### config.mk
export PLATFORM = sky130hd
export DESIGN_NAME = gpioPort
export DESIGN_NICKNAME = d
export VERILOG_FILES = /design/src/legBusPkg.sv /design/src/gpioPort.sv
export SDC_FILE = /design/constraint.sdc
export NUM_CORES = 1
export LEC_CHECK = 0
export BUFFER_PORTS_ARGS = -buffer_cell sky130_fd_sc_hd__clkbuf_2
export CAP_MARGIN = 20
export CORE_MARGIN = 1
export CORE_UTILIZATION = 44
export CTS_CLUSTER_DIAMETER = 30
export DETAILED_ROUTE_END_ITERATION = 6
export PLACE_DENSITY = 0.89
export RECOVER_POWER = 25
export SLEW_MARGIN = 20
export SYNTH_ARGS = -nofsm -noshare
export SYNTH_HDL_FRONTEND = slang
export SYNTH_SLANG_ARGS = --single-unit
### constraint.sdc
create_clock -name clk -period 2.4 [get_ports clk]
set_input_delay 0.48 -clock clk [delete_from_list [all_inputs] [get_ports clk]]
set_output_delay 0.48 -clock clk [all_outputs]
set_load 0.02 [all_outputs]
### src/legBusPkg.sv
// shared definitions for the data-memory bus
// address map, transfer-size codes and the byte-lane merge used by both slaves
// referenced by scoped name from each module that needs it

package legBusPkg;

  // transfer size, low two bits of HSIZE
  localparam logic [1:0] sizeByte = 2'b00;
  localparam logic [1:0] sizeHalf = 2'b01;
  localparam logic [1:0] sizeWord = 2'b10;
  localparam logic [1:0] sizeRsvd = 2'b11;

  // gpio window is selected by the upper 16 address bits
  localparam logic [31:0] gpioBase = 32'h4000_0000;
  // byte offsets of the two gpio words inside the window
  localparam logic [15:0] gpioOutOffset = 16'h0000;
  localparam logic [15:0] gpioInOffset = 16'h0004;

  // one bus word, seen as byte lanes or as halfword lanes
  typedef union packed {
    logic [3:0][7:0] bytes;
    logic [1:0][15:0] halves;
  } laneWord_t;

  // write data arrives already placed on its lanes, as on AHB
  // only the addressed lanes are taken from it
  function automatic logic [31:0] mergeLanes(logic [31:0] oldWord, logic [31:0] newData,
                                             logic [1:0] size, logic [1:0] lowAddr);
    laneWord_t merged;
    laneWord_t src;
    merged = oldWord;
    src = newData;
    case (size)
      sizeByte: merged.bytes[lowAddr] = src.bytes[lowAddr];
      sizeHalf: merged.halves[lowAddr[1]] = src.halves[lowAddr[1]];
      sizeWord: merged = src;
      // reserved size never reaches a slave, keep the old word anyway
      default: merged = oldWord;
    endcase
    return merged;
  endfunction

endpackage

### src/gpioPort.sv
// general-purpose I/O slave on the data bus
// offset 0 is a byte-writable output register whose low byte drives the pins
// offset 4 reads the input pins after a two-flop synchroniser

`timescale 1ns/1ps

module gpioPort (
  input  logic        clk,
  input  logic        rstN,
  input  logic        sel,
  input  logic        we,
  input  logic [1:0]  size,
  input  logic [31:0] addr,
  input  logic [31:0] wdata,
  input  logic [7:0]  pinsIn,
  output logic [31:0] rdata,
  output logic [7:0]  pinsOut
);

  logic [31:0] outReg;
  logic [7:0] syncMeta;
  logic [7:0] syncIn;
  logic isOut;
  logic isIn;

  // word offset inside the window, lane bits ignored
  assign isOut = ({addr[15:2], 2'b00} == legBusPkg::gpioOutOffset);
  assign isIn = ({addr[15:2], 2'b00} == legBusPkg::gpioInOffset);

  always_ff @(posedge clk) begin
    if (!rstN) begin
      outReg <= '0;
      syncMeta <= '0;
      syncIn <= '0;
    end else begin
      // pins are asynchronous, two stages before anyone reads them
      syncMeta <= pinsIn;
      syncIn <= syncMeta;
      // only the output word is writable, stores to offset 4 fall away
      if (sel && we && isOut) begin
        outReg <= legBusPkg::mergeLanes(outReg, wdata, size, addr[1:0]);
      end
    end
  end

  // input word zero-extended, otherwise the output register
  always_comb begin
    if (isIn) begin
      rdata = {24'h0, syncIn};
    end else begin
      rdata = outReg;
    end
  end

  // pins follow the register directly
  assign pinsOut = outReg[7:0];

  // word accesses are aligned by the decoder
  wordAligned: assert property (@(posedge clk) disable iff (!rstN)
    (sel && size == legBusPkg::sizeWord) |-> (addr[1:0] == 2'b00))
    else $error("misaligned word access reached gpio at addr %h", addr);

endmodule

==> report_table.html <==
<table>
<tr><th>Metric</th><th>Value</th></tr>
<tr><th colspan="2">Outcome</th></tr>
<tr><td>Outcome</td><td>finished clean</td></tr>
<tr><th colspan="2">Synth</th></tr>
<tr><td>Register area share after synthesis</td><td>0.446</td></tr>
<tr><td>Synth Register Bits</td><td>48</td></tr>
<tr><td>Post-synthesis instance area</td><td>2150 um2</td></tr>
<tr><td>Synthesized Nets</td><td>295</td></tr>
<tr><td>Cell count after synthesis</td><td>214</td></tr>
<tr><td>Count of cell types in the netlist</td><td>38</td></tr>
<tr><td>Post-synth top area share</td><td>0.446</td></tr>
<tr><td>Average footprint of a synthesized cell</td><td>10.1 um2</td></tr>
<tr><td>Area leader, netlist</td><td>dfxtp_1</td></tr>
<tr><td>Synth Warn #</td><td>0</td></tr>
<tr><td>Top cells by area in the synthesized netlist</td><td>dfxtp_1, and2_1, a22o_1</td></tr>
<tr><th colspan="2">Critical path</th></tr>
<tr><td>Cell class contributing the biggest share of worst-path delay</td><td>simple AND/OR/NAND/NOR gates</td></tr>
<tr><td>Data required, critical path</td><td>1920 ps</td></tr>
<tr><td>CP arrival</td><td>1840 ps</td></tr>
<tr><td>Nature of the critical path startpoint</td><td>primary input</td></tr>
<tr><td>Worst-path maximum fanout</td><td>13</td></tr>
<tr><td>Worst Path Class, Setup</td><td>primary input to output pin</td></tr>
<tr><td>Buffers plus inverters on the worst setup path</td><td>3</td></tr>
<tr><td>Highest cell delay on the worst timing path</td><td>310 ps</td></tr>
<tr><td>Standard cell with the maximum stage delay on the critical path</td><td>mux2_1</td></tr>
<tr><td>CP Cell Sequence</td><td>clkbuf_2 &gt; nor4_4 &gt; and4_1 &gt; nand2_2 &gt; buf_12 &gt; mux2_1 &gt; clkbuf_2</td></tr>
<tr><td>Most used cell, CP</td><td>clkbuf_2</td></tr>
<tr><td>Critical Path Sink Type</td><td>output pin</td></tr>
<tr><th colspan="2">Timing</th></tr>
<tr><td>Worst slew margin relative to its limit</td><td>0.121</td></tr>
<tr><td>Final period demand of the worst path</td><td>2320 ps</td></tr>
<tr><td>Max Clock Skew</td><td>0.874 ps</td></tr>
<tr><td>Worst slew pin tran</td><td>1320 ps</td></tr>
<tr><td>Worst-case setup margin in the final layout</td><td>81.9 ps</td></tr>
<tr><td>Final hold violations</td><td>0</td></tr>
<tr><td>Number of setup violations in the final report</td><td>0</td></tr>
<tr><td>FMAX</td><td>0.431 GHz</td></tr>
<tr><td>Fin crit share</td><td>0.966</td></tr>
<tr><td>Final count of pins violating max slew</td><td>0</td></tr>
<tr><th colspan="2">Finish</th></tr>
<tr><td>Ratio of cells with drive above 1 in the final layout</td><td>0.394</td></tr>
<tr><td># nets final</td><td>395</td></tr>
<tr><td>Most frequent standard cell in the layout excluding fill and tap cells</td><td>clkbuf_2</td></tr>
<tr><td>Diodes inserted</td><td>0</td></tr>
<tr><td>Synthesis-to-layout area growth</td><td>32.2%</td></tr>
<tr><td>Commonest cells after routing, fill and taps aside</td><td>clkbuf_2, dfxtp_1, and2_1</td></tr>
<tr><th colspan="2">Floorplanning</th></tr>
<tr><td>Top-level I/O count</td><td>118</td></tr>
<tr><td>FP Rows</td><td>25</td></tr>
<tr><td>Standard cell core area</td><td>4720 um2</td></tr>
<tr><td>Chip height</td><td>72.0 um</td></tr>
<tr><td>Die span in x</td><td>72.0 um</td></tr>
<tr><td>Initial core utilization</td><td>0.456</td></tr>
<tr><td>Area of the die</td><td>5180 um2</td></tr>
<tr><th colspan="2">Clocking</th></tr>
<tr><td>Worst-skew pair later-pin latency</td><td>310 ps</td></tr>
<tr><td>Clock-pin slew reported for the worst setup and hold paths after clock tree synthesis</td><td>90 ps</td></tr>
<tr><td>Maximum buffer depth of the clock tree</td><td>2</td></tr>
<tr><td>Clock sink count</td><td>48</td></tr>
<tr><td>H-tree levels</td><td>2</td></tr>
<tr><td>Buffer type at the clock tree root</td><td>clkbuf_8</td></tr>
<tr><td>Clock tree from TritonCTS</td><td>yes</td></tr>
<tr><td>Number of buffers created by CTS</td><td>5</td></tr>
<tr><th colspan="2">Global route</th></tr>
<tr><td>Wire length of the first global-routing pass</td><td>7490 um</td></tr>
<tr><td>Number of global-route vias before repair</td><td>1696</td></tr>
<tr><td>Initial antenna violation count</td><td>0</td></tr>
<tr><td>Grt ovf</td><td>0</td></tr>
<tr><td>Global-route usage over all layers</td><td>0.190</td></tr>
<tr><td>Largest net degree at the start of global routing</td><td>37</td></tr>
<tr><th colspan="2">Route</th></tr>
<tr><td>Met2 WL</td><td>2350 um</td></tr>
<tr><td>Top Metal Used</td><td>met4</td></tr>
<tr><td>First-pass DRT Iterations</td><td>4</td></tr>
<tr><td>Drt initial violations</td><td>67</td></tr>
<tr><td>Post-route DRC</td><td>0</td></tr>
<tr><td>Routed wire length per instance</td><td>12.2 um</td></tr>
<tr><td>Detailed-route wire length</td><td>4660 um</td></tr>
<tr><td>Vias/cell</td><td>4.87</td></tr>
<tr><td>Detailed-route via count</td><td>1859</td></tr>
<tr><td>Number of routed nets with antenna violations</td><td>0</td></tr>
<tr><td>Met1 layer wirelength in the final routing</td><td>1980 um</td></tr>
<tr><td>Met3 routed wirelength</td><td>247 um</td></tr>
<tr><th colspan="2">Placed design</th></tr>
<tr><td>Routability cong.</td><td>0.770</td></tr>
<tr><td>Count of port buffers added during placement</td><td>101</td></tr>
<tr><td>Setup slack after placement</td><td>3.28 ps</td></tr>
<tr><td>DP HPWL</td><td>3610 um</td></tr>
<tr><th colspan="2">Power</th></tr>
<tr><td>Power per cell area</td><td>534 nW/um2</td></tr>
<tr><td>Maximum ir drop on the vdd rail</td><td>0.357 mV</td></tr>
<tr><td>Total Power Consumption</td><td>0.00152 W</td></tr>
<tr><td>Static Leak</td><td>1.33 nW</td></tr>
<tr><th colspan="2">Worst hold path</th></tr>
<tr><td>Type of the worst min-delay path</td><td>primary input to register</td></tr>
<tr><th colspan="2">Run</th></tr>
<tr><td>MaxCap Viol Count</td><td>0</td></tr>
</table>
## worst register-to-register path: stages (launching register included)
cell and delay, ps:
dfxtp_1 330, and3b_1 180, o31ai_1 240, o31ai_1 90
## layout make-up
cell class | count | area, um2
Multi-Input combinational cell | 144 | 1090
Inverter | 4 | 15.0
Tap cell | 67 | 83.8
Timing Repair Buffer | 111 | 582
Clock inverter | 3 | 47.5
Fill cell | 426 | 1870
Sequential cell | 48 | 961
Clock buffer | 5 | 68.8
## metrics by stage
stage	utilization	instances	setup TNS [ps]	hold slack (ps)	area, um2
after floorplan	-	214	0	412	2150
after global placement	0.577	373	0	413	2730
after detailed placement	0.577	373	0	418	2730
after CTS	0.602	381	0	363	2840
after global routing	0.603	382	-1.54	365	2850
final	0.603	382	0	375	2850
## cells by family after synthesis
logic type / share of synthesized area
compound gates: 0.179
mux: 0.0465
fa+ha+maj: 0.0174
simple gates: 0.258
flops: 0.446
buf+inv: 0.0528
## power by group
| group | total (W) | switching [W] | internal (W) | leakage [nW] |
|---|---|---|---|---|
| sequential | 0.000810 | 0.00000223 | 0.000808 | 0.390 |
| combinational | 0.000126 | 0.0000629 | 0.0000634 | 0.884 |
| clock | 0.000586 | 0.000272 | 0.000314 | 0.0583 |
## repair_timing
| action | in CTS | in global routing |
|---|---|---|
| endpoints found under the setup margin | 0 | 8 |
| endpoints found under the hold margin | 0 | 0 |
| hold buffers | 0 | 0 |
| resized for setup | 0 | 3 |
| buffers inserted | 0 | 1 |
## per-layer routing
metal / vias to the layer above / GRT usage
li1: 950 / -
met1: 842 / 0.215
met2: 61 / 0.335
met3: 6 / 0.0500
met4: 0 / 0.0828
met5: - / 0
## worst paths after layout
path | start | to | slack [ps] | cells after the start
max | addr[7] | rdata[2] | 80 | 7
min | wdata[3] | register | 380 | 2
max reg2reg | register | register | 1450 | 3
min reg2reg | syncMeta[1] | syncIn[1] | 440 | 1
## cell usage after synthesis, drive strengths merged
library cell / number
o21bai: 1
o31ai: 3
nor4b: 1
o21a: 1
mux2: 8
buf: 9
a21oi: 3
nand4: 1
a21o: 1
nor3: 5
clkbuf: 9
nor3b: 2
nor2b: 1
and3b: 2
o22a: 1
o2bb2ai: 14
o21ai: 1
a211oi: 2
mux2i: 1
nor4: 2
o211ai: 1
nor2: 4
dfxtp: 48
and4bb: 1
nand2: 19
ha: 3
nand3b: 1
and4: 1
o31a: 2
inv: 4
and2: 40
nand3: 5
a22o: 16
nand4bb: 1
(Power assumes the default switching activity.)
