## src/legBusPkg.sv

```systemverilog
// shared definitions for the data-memory bus
// address map, transfer-size codes and the byte-lane merge used by both slaves
// referenced by scoped name from each module that needs it

package legBusPkg;

  // transfer size, low two bits of HSIZE
  localparam logic [1:0] sizeByte = 2'b00;
  localparam logic [1:0] sizeHalf = 2'b01;
  localparam logic [1:0] sizeWord = 2'b10;
  localparam logic [1:0] sizeRsvd = 2'b11;

  // gpio window is selected by the upper 16 address bits
  localparam logic [31:0] gpioBase = 32'h4000_0000;
  // byte offsets of the two gpio words inside the window
  localparam logic [15:0] gpioOutOffset = 16'h0000;
  localparam logic [15:0] gpioInOffset = 16'h0004;

  // one bus word, seen as byte lanes or as halfword lanes
  typedef union packed {
    logic [3:0][7:0] bytes;
    logic [1:0][15:0] halves;
  } laneWord_t;

  // write data arrives already placed on its lanes, as on AHB
  // only the addressed lanes are taken from it
  function automatic logic [31:0] mergeLanes(logic [31:0] oldWord, logic [31:0] newData,
                                             logic [1:0] size, logic [1:0] lowAddr);
    laneWord_t merged;
    laneWord_t src;
    merged = oldWord;
    src = newData;
    case (size)
      sizeByte: merged.bytes[lowAddr] = src.bytes[lowAddr];
      sizeHalf: merged.halves[lowAddr[1]] = src.halves[lowAddr[1]];
      sizeWord: merged = src;
      // reserved size never reaches a slave, keep the old word anyway
      default: merged = oldWord;
    endcase
    return merged;
  endfunction

endpackage

```

## src/busDecoder.sv

```systemverilog
// address and legality decode for the single-master data bus
// raises one slave select per legal access and flags everything else as an error
// fully combinational so the response settles in the request cycle

`timescale 1ns/1ps

module busDecoder #(
  parameter int memWords = 1024
) (
  input  logic        rstN,
  input  logic [31:0] addr,
  input  logic [1:0]  size,
  input  logic        we,
  input  logic        re,
  input  logic [31:0] memRdata,
  input  logic [31:0] gpioRdata,
  output logic        memSel,
  output logic        gpioSel,
  output logic [31:0] rdata,
  output logic        valid,
  output logic        error
);

  logic active;
  logic sizeOk;
  logic alignOk;
  logic memHit;
  logic gpioWin;
  logic gpioOff;
  logic legal;

  // no request is honoured while reset is held
  assign active = rstN & (re | we);

  assign sizeOk = (size != legBusPkg::sizeRsvd);

  // halfwords on even bytes and words on word boundaries
  always_comb begin
    case (size)
      legBusPkg::sizeHalf: alignOk = ~addr[0];
      legBusPkg::sizeWord: alignOk = (addr[1:0] == 2'b00);
      default: alignOk = 1'b1;
    endcase
  end

  // memory starts at 0 and holds memWords words
  assign memHit = ({2'b00, addr[31:2]} < 32'(memWords));

  // gpio window and one of the two defined words inside it
  assign gpioWin = (addr[31:16] == legBusPkg::gpioBase[31:16]);
  assign gpioOff = ({addr[15:2], 2'b00} == legBusPkg::gpioOutOffset) ||
                   ({addr[15:2], 2'b00} == legBusPkg::gpioInOffset);

  assign legal = sizeOk & alignOk & (memHit | (gpioWin & gpioOff));

  // one-hot selects for legal accesses only
  assign memSel = active & legal & memHit;
  assign gpioSel = active & legal & gpioWin & gpioOff;

  assign valid = memSel | gpioSel;
  assign error = active & ~legal;

  // read return mux gives zero unless a legal read is in flight
  always_comb begin
    rdata = '0;
    if (re && memSel) begin
      rdata = memRdata;
    end else if (re && gpioSel) begin
      rdata = gpioRdata;
    end
  end

  // the two slave windows must never overlap for any memWords
  always_comb begin
    selOneHot: assert final (!(memSel && gpioSel))
      else $error("memory and gpio selected together at addr %h", addr);
  end

endmodule

```

## config.mk

```make
export PLATFORM = sky130hd
export DESIGN_NAME = busDecoder
export DESIGN_NICKNAME = d
export VERILOG_FILES = /design/src/legBusPkg.sv /design/src/busDecoder.sv
export SDC_FILE = /design/constraint.sdc
export NUM_CORES = 1
export LEC_CHECK = 0
export BUFFER_PORTS_ARGS = -buffer_cell sky130_fd_sc_hd__buf_2
export CAP_MARGIN = 20
export CORE_MARGIN = 3
export CORE_UTILIZATION = 32
export DETAILED_ROUTE_END_ITERATION = 10
export PLACE_DENSITY = 0.9
export SYNTH_ARGS = -nofsm -noshare
export SYNTH_HDL_FRONTEND = slang
export SYNTH_SLANG_ARGS = --single-unit
```

## constraint.sdc

```tcl
create_clock -name vclk -period 3.7
set_input_delay 0.37 -clock vclk [all_inputs]
set_output_delay 0.37 -clock vclk [all_outputs]
set_load 0.02 [all_outputs]
```

==> impl_metrics.toml, run 1 <==
[status]
status = "finished, final reports clean"

[placement]
placed_area_um2 = 1500
port_buffers = 136
globalplace.congestion = 0.687
pre_cts_ws_ns = 0.760
hpwlAfterDp_mm = 2.83

[worst_setup_path]
start_kind = "input pin"
worst_path_largest_cell_delay_ns = 1.12
critical_path_required_ns = 3.33
crit_path_end_kind = "primary output"
crit_path_cell_trace = "buf_2 > ha_1 > nor4_1 > nand3_1 > or4_2 > nor2_2 > buf_2"
slowest_stage = "or4_2"
crit_type = "in -> out"
crit_fanout = 32
arrival_ns = 2.55
crit_top_cell = "buf_2"

[synth]
syn_inst = 134
seq_area_frac_synth_pct = 0
syn-cell-area_um2 = 848
synthTopCellsByCount = "32 x a21oi_1, 30 x nor2_2, 30 x nor2b_1"
yosysUniqueCellTypes = 22
syn_nets = 238
synth_top_area_share_pct = 22.1
yosysMostFrequentCell = "a21oi_1"
postSynthAreaPerCell_um2 = 6.33
synth_top_area_cell = "nor2_2"
ys_warn_count = 0
synth.area.top_cells = "nor2_2 22%, nor2b_1 22%, a21oi_1 19%, buf_6 8.0%, ha_1 4.4%"

[floorplan]
core_um2 = 2500
die_w_um = 57.5
die_area_um2 = 3300
die_height_um = 57.5
rows = 18
initial_core_util_pct = 33.9
io_pins = 137

[route]
drt_wl_total_mm = 3.35
final_antenna_net_count = 0
routed_via_density = 4.73
firstDrtPassIters = 4
routedWlPerCell_um = 11.5
initialDrtViolationCount = 74
drc_errors = 0
vias = 1380

[clock_network]
cts_setup_buffers = 0
postCtsHoldBufs = 0
post_cts_resized = 0

[timing]
fin_ws_ns = 0.781
setup_viol = 0
hold_violations = 0
rsz0062_at_grt = "no"
fmax_mhz = 343
final.min_clock_period_ns = 2.92
relSlewSlack_pct = 43.2
worst_slew_pin_slew_ns = 0.853
setup_tns_ns = 0
period_share_pct = 78.9
holdWs_ns = 1.09
drv_slew = 0

[power]
max-vdd-ir-drop_mv = 0.0467
power_w = 0.0000939
power-per-cell-area_nw_per_um2 = 62.6
leakage_nw = 0.808

[global_route]
track_usage_pct = 17.3
grt_overflow = 0
antenna_found_initial = 0
grt_max_degree = 35
grt_pass1_wl_mm = 4.87
grt_pass1_vias = 1259

[finish]
nets = 368
seq_area_um2 = 0
nClkBuffers = 0
n_fill_cell = 255
seq_cells = 0
area_delta_synth_final_pct = 76.7
antennaDiodeCount = 0
drive_above_1_share_pct = 66.0
stdcell_area_um2 = 1500

[hold_path]
min_path_type = "in -> out"

[flow_run]
maxCapViolations = 0
## cell usage in the layout, fill, tap and decap left out, types with 2 or more instances in the layout
cell	synthesis	final
buf_2	1	136
a21oi_1	32	32
nor2b_1	30	30
nor2_2	30	30
nor4_1	5	5
inv_1	4	4
nor2_1	3	3
nor3_1	3	3
and2b_1	3	3
ha_1	3	3
nand2_1	2	2
buf_4	0	2
## final cells by class
class                      instances  area, µm²  area share, %
multi-input combinational        120        751           50.1
timing repair buffer             138        696           46.4
tap                               30       37.5           2.50
inverter                           4       15.0           1.00
## worst max-delay path, delay by kind of cell
family | cells | cell delay [ns]
fa+ha+maj | 1 | 0.19
simple gates | 4 | 1.66
buf+inv | 2 | 0.30
## path summary, 6_finish.rpt
kind	startpoint	cells past startpoint	end	slack [ns]
worst max-delay path	size[0]	7	rdata[1]	0.78
worst min-delay path	gpioRdata[15]	4	rdata[15]	1.09
## logic make-up after synthesis
| kind of cell | count (synthesis) | synth area share, % |
|---|---|---|
| adders and majority gates | 3 | 4.43 |
| buffers and inverters | 14 | 11.7 |
| AOI/OAI and AO/OA | 35 | 21.7 |
| and+or+nand+nor | 82 | 62.2 |
## stage by stage
step	util, %	cells
global route	60.0	292
floorplan	-	134
global placement	60.0	292
finish	60.0	292
detailed placement	60.0	292
CTS	60.0	292
## per-layer routing
layer / vias up / routed length [µm] / global-route usage, %
li1: 705 / - / -
met1: 604 / 1050 / 15.4
met2: 71 / 1890 / 38.4
met3: 0 / 399 / 4.07
met4: 0 / 0 / 1.66
met5: - / 0 / 0
## where the power goes
group	internal, W	switching [W]	total [W]
combinational	0.0000564	0.0000375	0.0000939
clock	0	0	0
sequential	0	0	0
No activity file was read; power rests on OpenSTA's default activity.
==> inputs of run 2 (changes only) <==
Settings changed: CORE_UTILIZATION 32 to 30, PLACE_DENSITY 0.9 to 0.85.
Clock period 3.7 ns to 2.82 ns, I/O delays scaled along.
==> impl_metrics.toml, run 2 (synthesis gave the netlist of run 1 again) <==
[global_route]
grt_max_degree = 35
track_usage_pct = 16.1
antenna_found_initial = 0
grt_pass1_wl_mm = 4.75
grt_pass1_vias = 1284
grt_overflow = 0

[power]
p_switching_w = 0.0000472
seqPwrFrac_pct = 0
sw_frac_of_total_pct = 39.0
clkPwrFrac_pct = 0
p_int_w = 0.0000738
leakage_nw = 0.822
power-per-cell-area_nw_per_um2 = 79.6
power_frac_comb_pct = 100.0
max-vdd-ir-drop_mv = 0.0645

[placement]
hpwlAfterDp_mm = 2.75
port_buffers = 136
pre_cts_ws_ns = 0.420
placed_cells = 295
globalplace.congestion = 0.719

[clock_network]
post_cts_resized = 0
cts_setup_buffers = 0
postCtsHoldBufs = 0

[flow_run]
maxCapViolations = 0

[timing]
setup_tns_ns = 0
hold_violations = 0
setup_viol = 0
rsz0062_at_grt = "no"
fmax_mhz = 418
drv_slew = 0
fin_ws_ns = 0.430
final.min_clock_period_ns = 2.39
worst_slew_pin_slew_ns = 0.430
period_share_pct = 84.7
relSlewSlack_pct = 71.0

[floorplan]
io_pins = 137
die_area_um2 = 3500
die_w_um = 59.2
initial_core_util_pct = 32.8
core_um2 = 2590
rows = 18
die_height_um = 59.2

[route]
wl_met1_mm = 1.01
routed_via_density = 4.65
vias = 1373
routed.top_layer = "met3"
wl_met2_mm = 1.67
drt_wl_total_mm = 3.04
final_antenna_net_count = 0
firstDrtPassIters = 2
dr_wl_met3_um = 359
drc_errors = 0
routedWlPerCell_um = 10.3
initialDrtViolationCount = 22

[hold_path]
min_path_type = "in -> out"
min_path_cells = 4
min_to = "rdata[19]"
hp-start = "gpioRdata[19]"

[worst_setup_path]
critical_path_required_ns = 2.54
crit_path_cell_trace = "buf_2 > ha_1 > nor4_1 > nand3_1 > or4_2 > buf_4 > nor2_2 > buf_2"
cp_top_family = "simple AND/OR/NAND/NOR gates"
crit_fanout = 17
critPathBufInv = 3
arrival_ns = 2.11
crit_type = "in -> out"
crit_top_cell = "buf_2"
crit_path_end_kind = "primary output"
start_kind = "input pin"
slowest_stage = "or4_2"
worst_path_largest_cell_delay_ns = 0.69

[finish]
seq_cells = 0
nClkBuffers = 0
area_delta_synth_final_pct = 79.4
fin_cells = 295
final_common_cell = "buf_2"
nets = 371
mostFrequentLayoutCells = "136 x buf_2, 32 x a21oi_1, 30 x nor2b_1, 30 x nor2_2"
seq_area_um2 = 0
drive_above_1_share_pct = 66.4
antennaDiodeCount = 0

[status]
status = "finished, final reports clean"
run 2: cell count changes in the layout (fill, tap and decap cells not counted):
cell | before | now
buf_4 | 2 | 5
run 2: per-layer routing:
metal	up-vias	track usage (%)
met4	0	0.971
met3	0	1.74
li1	712	-
met5	-	0
met1	582	16.1
met2	79	35.5
run 2: per-stage QoR:
stage	hold WS [ns]	utilization [%]	area (µm²)	power, W
3_3_place_gp	0.910	58.7	1520	0.000118
5_1_grt	0.937	58.7	1520	0.000137
3_5_place_dp	0.918	58.7	1520	0.000122
4_1_cts	0.918	58.7	1520	0.000123
2_1_floorplan	0.747	-	848	0.0000485
6_report	0.912	58.7	1520	0.000121
run 2: worst min-delay path: stages:
cell     delay, ns
buf_2         0.08
a21oi_1       0.06
nor2_2        0.06
buf_2         0.16
run 2: power by group through the flow:
stage / combinational, W / sequential [W] / clock, W
finish: 0.000121 / 0 / 0
global route: 0.000137 / 0 / 0
CTS: 0.000123 / 0 / 0
detailed placement: 0.000122 / 0 / 0
global placement: 0.000118 / 0 / 0
floorplan: 0.0000485 / 0 / 0
run 2: how the worst max path moves through the flow:
stage | start | to | slack [ns] | depth (start not counted)
2_1_floorplan | addr[7] | gpioSel | 0.74 | 4
3_3_place_gp | size[0] | rdata[20] | 0.44 | 8
3_5_place_dp | size[0] | rdata[30] | 0.42 | 8
4_1_cts | size[0] | rdata[30] | 0.42 | 8
6_report | size[0] | rdata[15] | 0.43 | 8
5_1_grt | size[0] | rdata[20] | 0.32 | 8
run 2: final cells by class:
| class | instances | area [µm²] |
|---|---|---|
| tap | 30 | 37.5 |
| multi-input combinational | 120 | 751 |
| fill | 246 | 1070 |
| inverter | 4 | 15.0 |
| timing repair buffer | 141 | 718 |
==> inputs of run 3 (changes only) <==
Clock period 2.82 ns to 2.25 ns, I/O delays scaled along.
==> impl_metrics.toml, run 3 (synthesis gave the netlist of run 1 again) <==
[floorplan]
io_pins = 137
initial_core_util_pct = 32.8
die_area_um2 = 3500
core_um2 = 2590
die_w_um = 59.2
die_height_um = 59.2
rows = 18

[power]
power-per-cell-area_nw_per_um2 = 101
leakage_nw = 0.838
max-vdd-ir-drop_mv = 0.0907

[global_route]
grt_max_degree = 35
antenna_found_initial = 0
grt_overflow = 0
track_usage_pct = 15.8
grt_pass1_wl_mm = 4.55
grt_pass1_vias = 1210

[placement]
globalplace.congestion = 0.702
port_buffers = 136
hpwlAfterDp_mm = 2.78
placed_cells = 297
placed_area_um2 = 1540
pre_cts_ws_ns = -0.0230

[worst_setup_path]
critical_path_required_ns = 2.03
arrival_ns = 1.86
crit_type = "in -> out"
crit_fanout = 15
crit_path_end_kind = "primary output"
start_kind = "input pin"

[timing]
period_share_pct = 92.7
final.min_clock_period_ns = 2.09
drv_slew = 0
worst_slew_pin_slew_ns = 0.484
fmax_mhz = 480
relSlewSlack_pct = 67.4
setup_tns_ns = 0
rsz0062_at_grt = "no"
fin_ws_ns = 0.165
hold_violations = 0
setup_viol = 0

[route]
routedWlPerCell_um = 10.6
routed_via_density = 4.65
initialDrtViolationCount = 24
firstDrtPassIters = 3
vias = 1381
drc_errors = 0
drt_wl_total_mm = 3.14
final_antenna_net_count = 0

[finish]
seq_cells = 0
final_common_cell = "buf_2"
fin_cells = 297
seq_area_um2 = 0
antennaDiodeCount = 0
n_fill_cell = 248
drive_above_1_share_pct = 66.7
stdcell_area_um2 = 1550
nets = 373
mostFrequentLayoutCells = "136 x buf_2, 32 x a21oi_1, 30 x nor2b_1, 30 x nor2_2"
nClkBuffers = 0
area_delta_synth_final_pct = 82.7

[flow_run]
maxCapViolations = 0

[status]
status = "finished, final reports clean"

[clock_network]
cts_setup_buffers = 0

[hold_path]
min_path_type = "in -> out"
[run 3: changes by cell type in the layout (fill, tap and decap cells not counted), sizes merged]
cell  delta
buf      +2
[run 3: path summary, 6_finish.rpt]
check                   startpoint         to  slack (ns)  cells after the start
worst max-delay path       size[0]  rdata[31]        0.16                      8
worst min-delay path  gpioRdata[3]   rdata[3]        0.80                      4
[run 3: final cells by class]
cell class	count	area, µm²	area share, %
multi-input combinational	120	753	48.6
timing repair buffer	143	744	48.0
tap	30	37.5	2.42
inverter	4	15.0	0.969
[run 3: routing by layer]
metal | vias up | global-route usage, % | part of all wire, %
met3 | 2 | 2.18 | 12
met1 | 584 | 15.1 | 33
li1 | 716 | - | -
met4 | 0 | 1.29 | 0.45
met5 | - | 0 | 0
met2 | 79 | 35.2 | 55
[run 3: through the flow]
stage | hold WS (ns) | utilization, % | total power, W
after floorplan | 0.633 | - | 0.0000608
after global placement | 0.797 | 59.3 | 0.000151
after detailed placement | 0.804 | 59.3 | 0.000157
after CTS | 0.805 | 59.3 | 0.000157
after global routing | 0.819 | 59.9 | 0.000175
final | 0.802 | 59.9 | 0.000156
[run 3: critical path, stage by stage]
cell and delay [ns]:
buf_2 0.10, ha_1 0.18, nor4_1 0.17, nand3_1 0.14, or4_4 0.58, buf_6 0.19, nor2_1 0.10, buf_2 0.17
[run 3: where the power goes]
part           internal, W  switching [W]
clock network            0              0
logic            0.0000949      0.0000610
registers                0              0
total            0.0000949      0.0000610
[run 3: what timing repair did]
item	CTS	global route
hold buffers	0	0
endpoints found under the setup margin	20	32
gates resized for setup	0	4
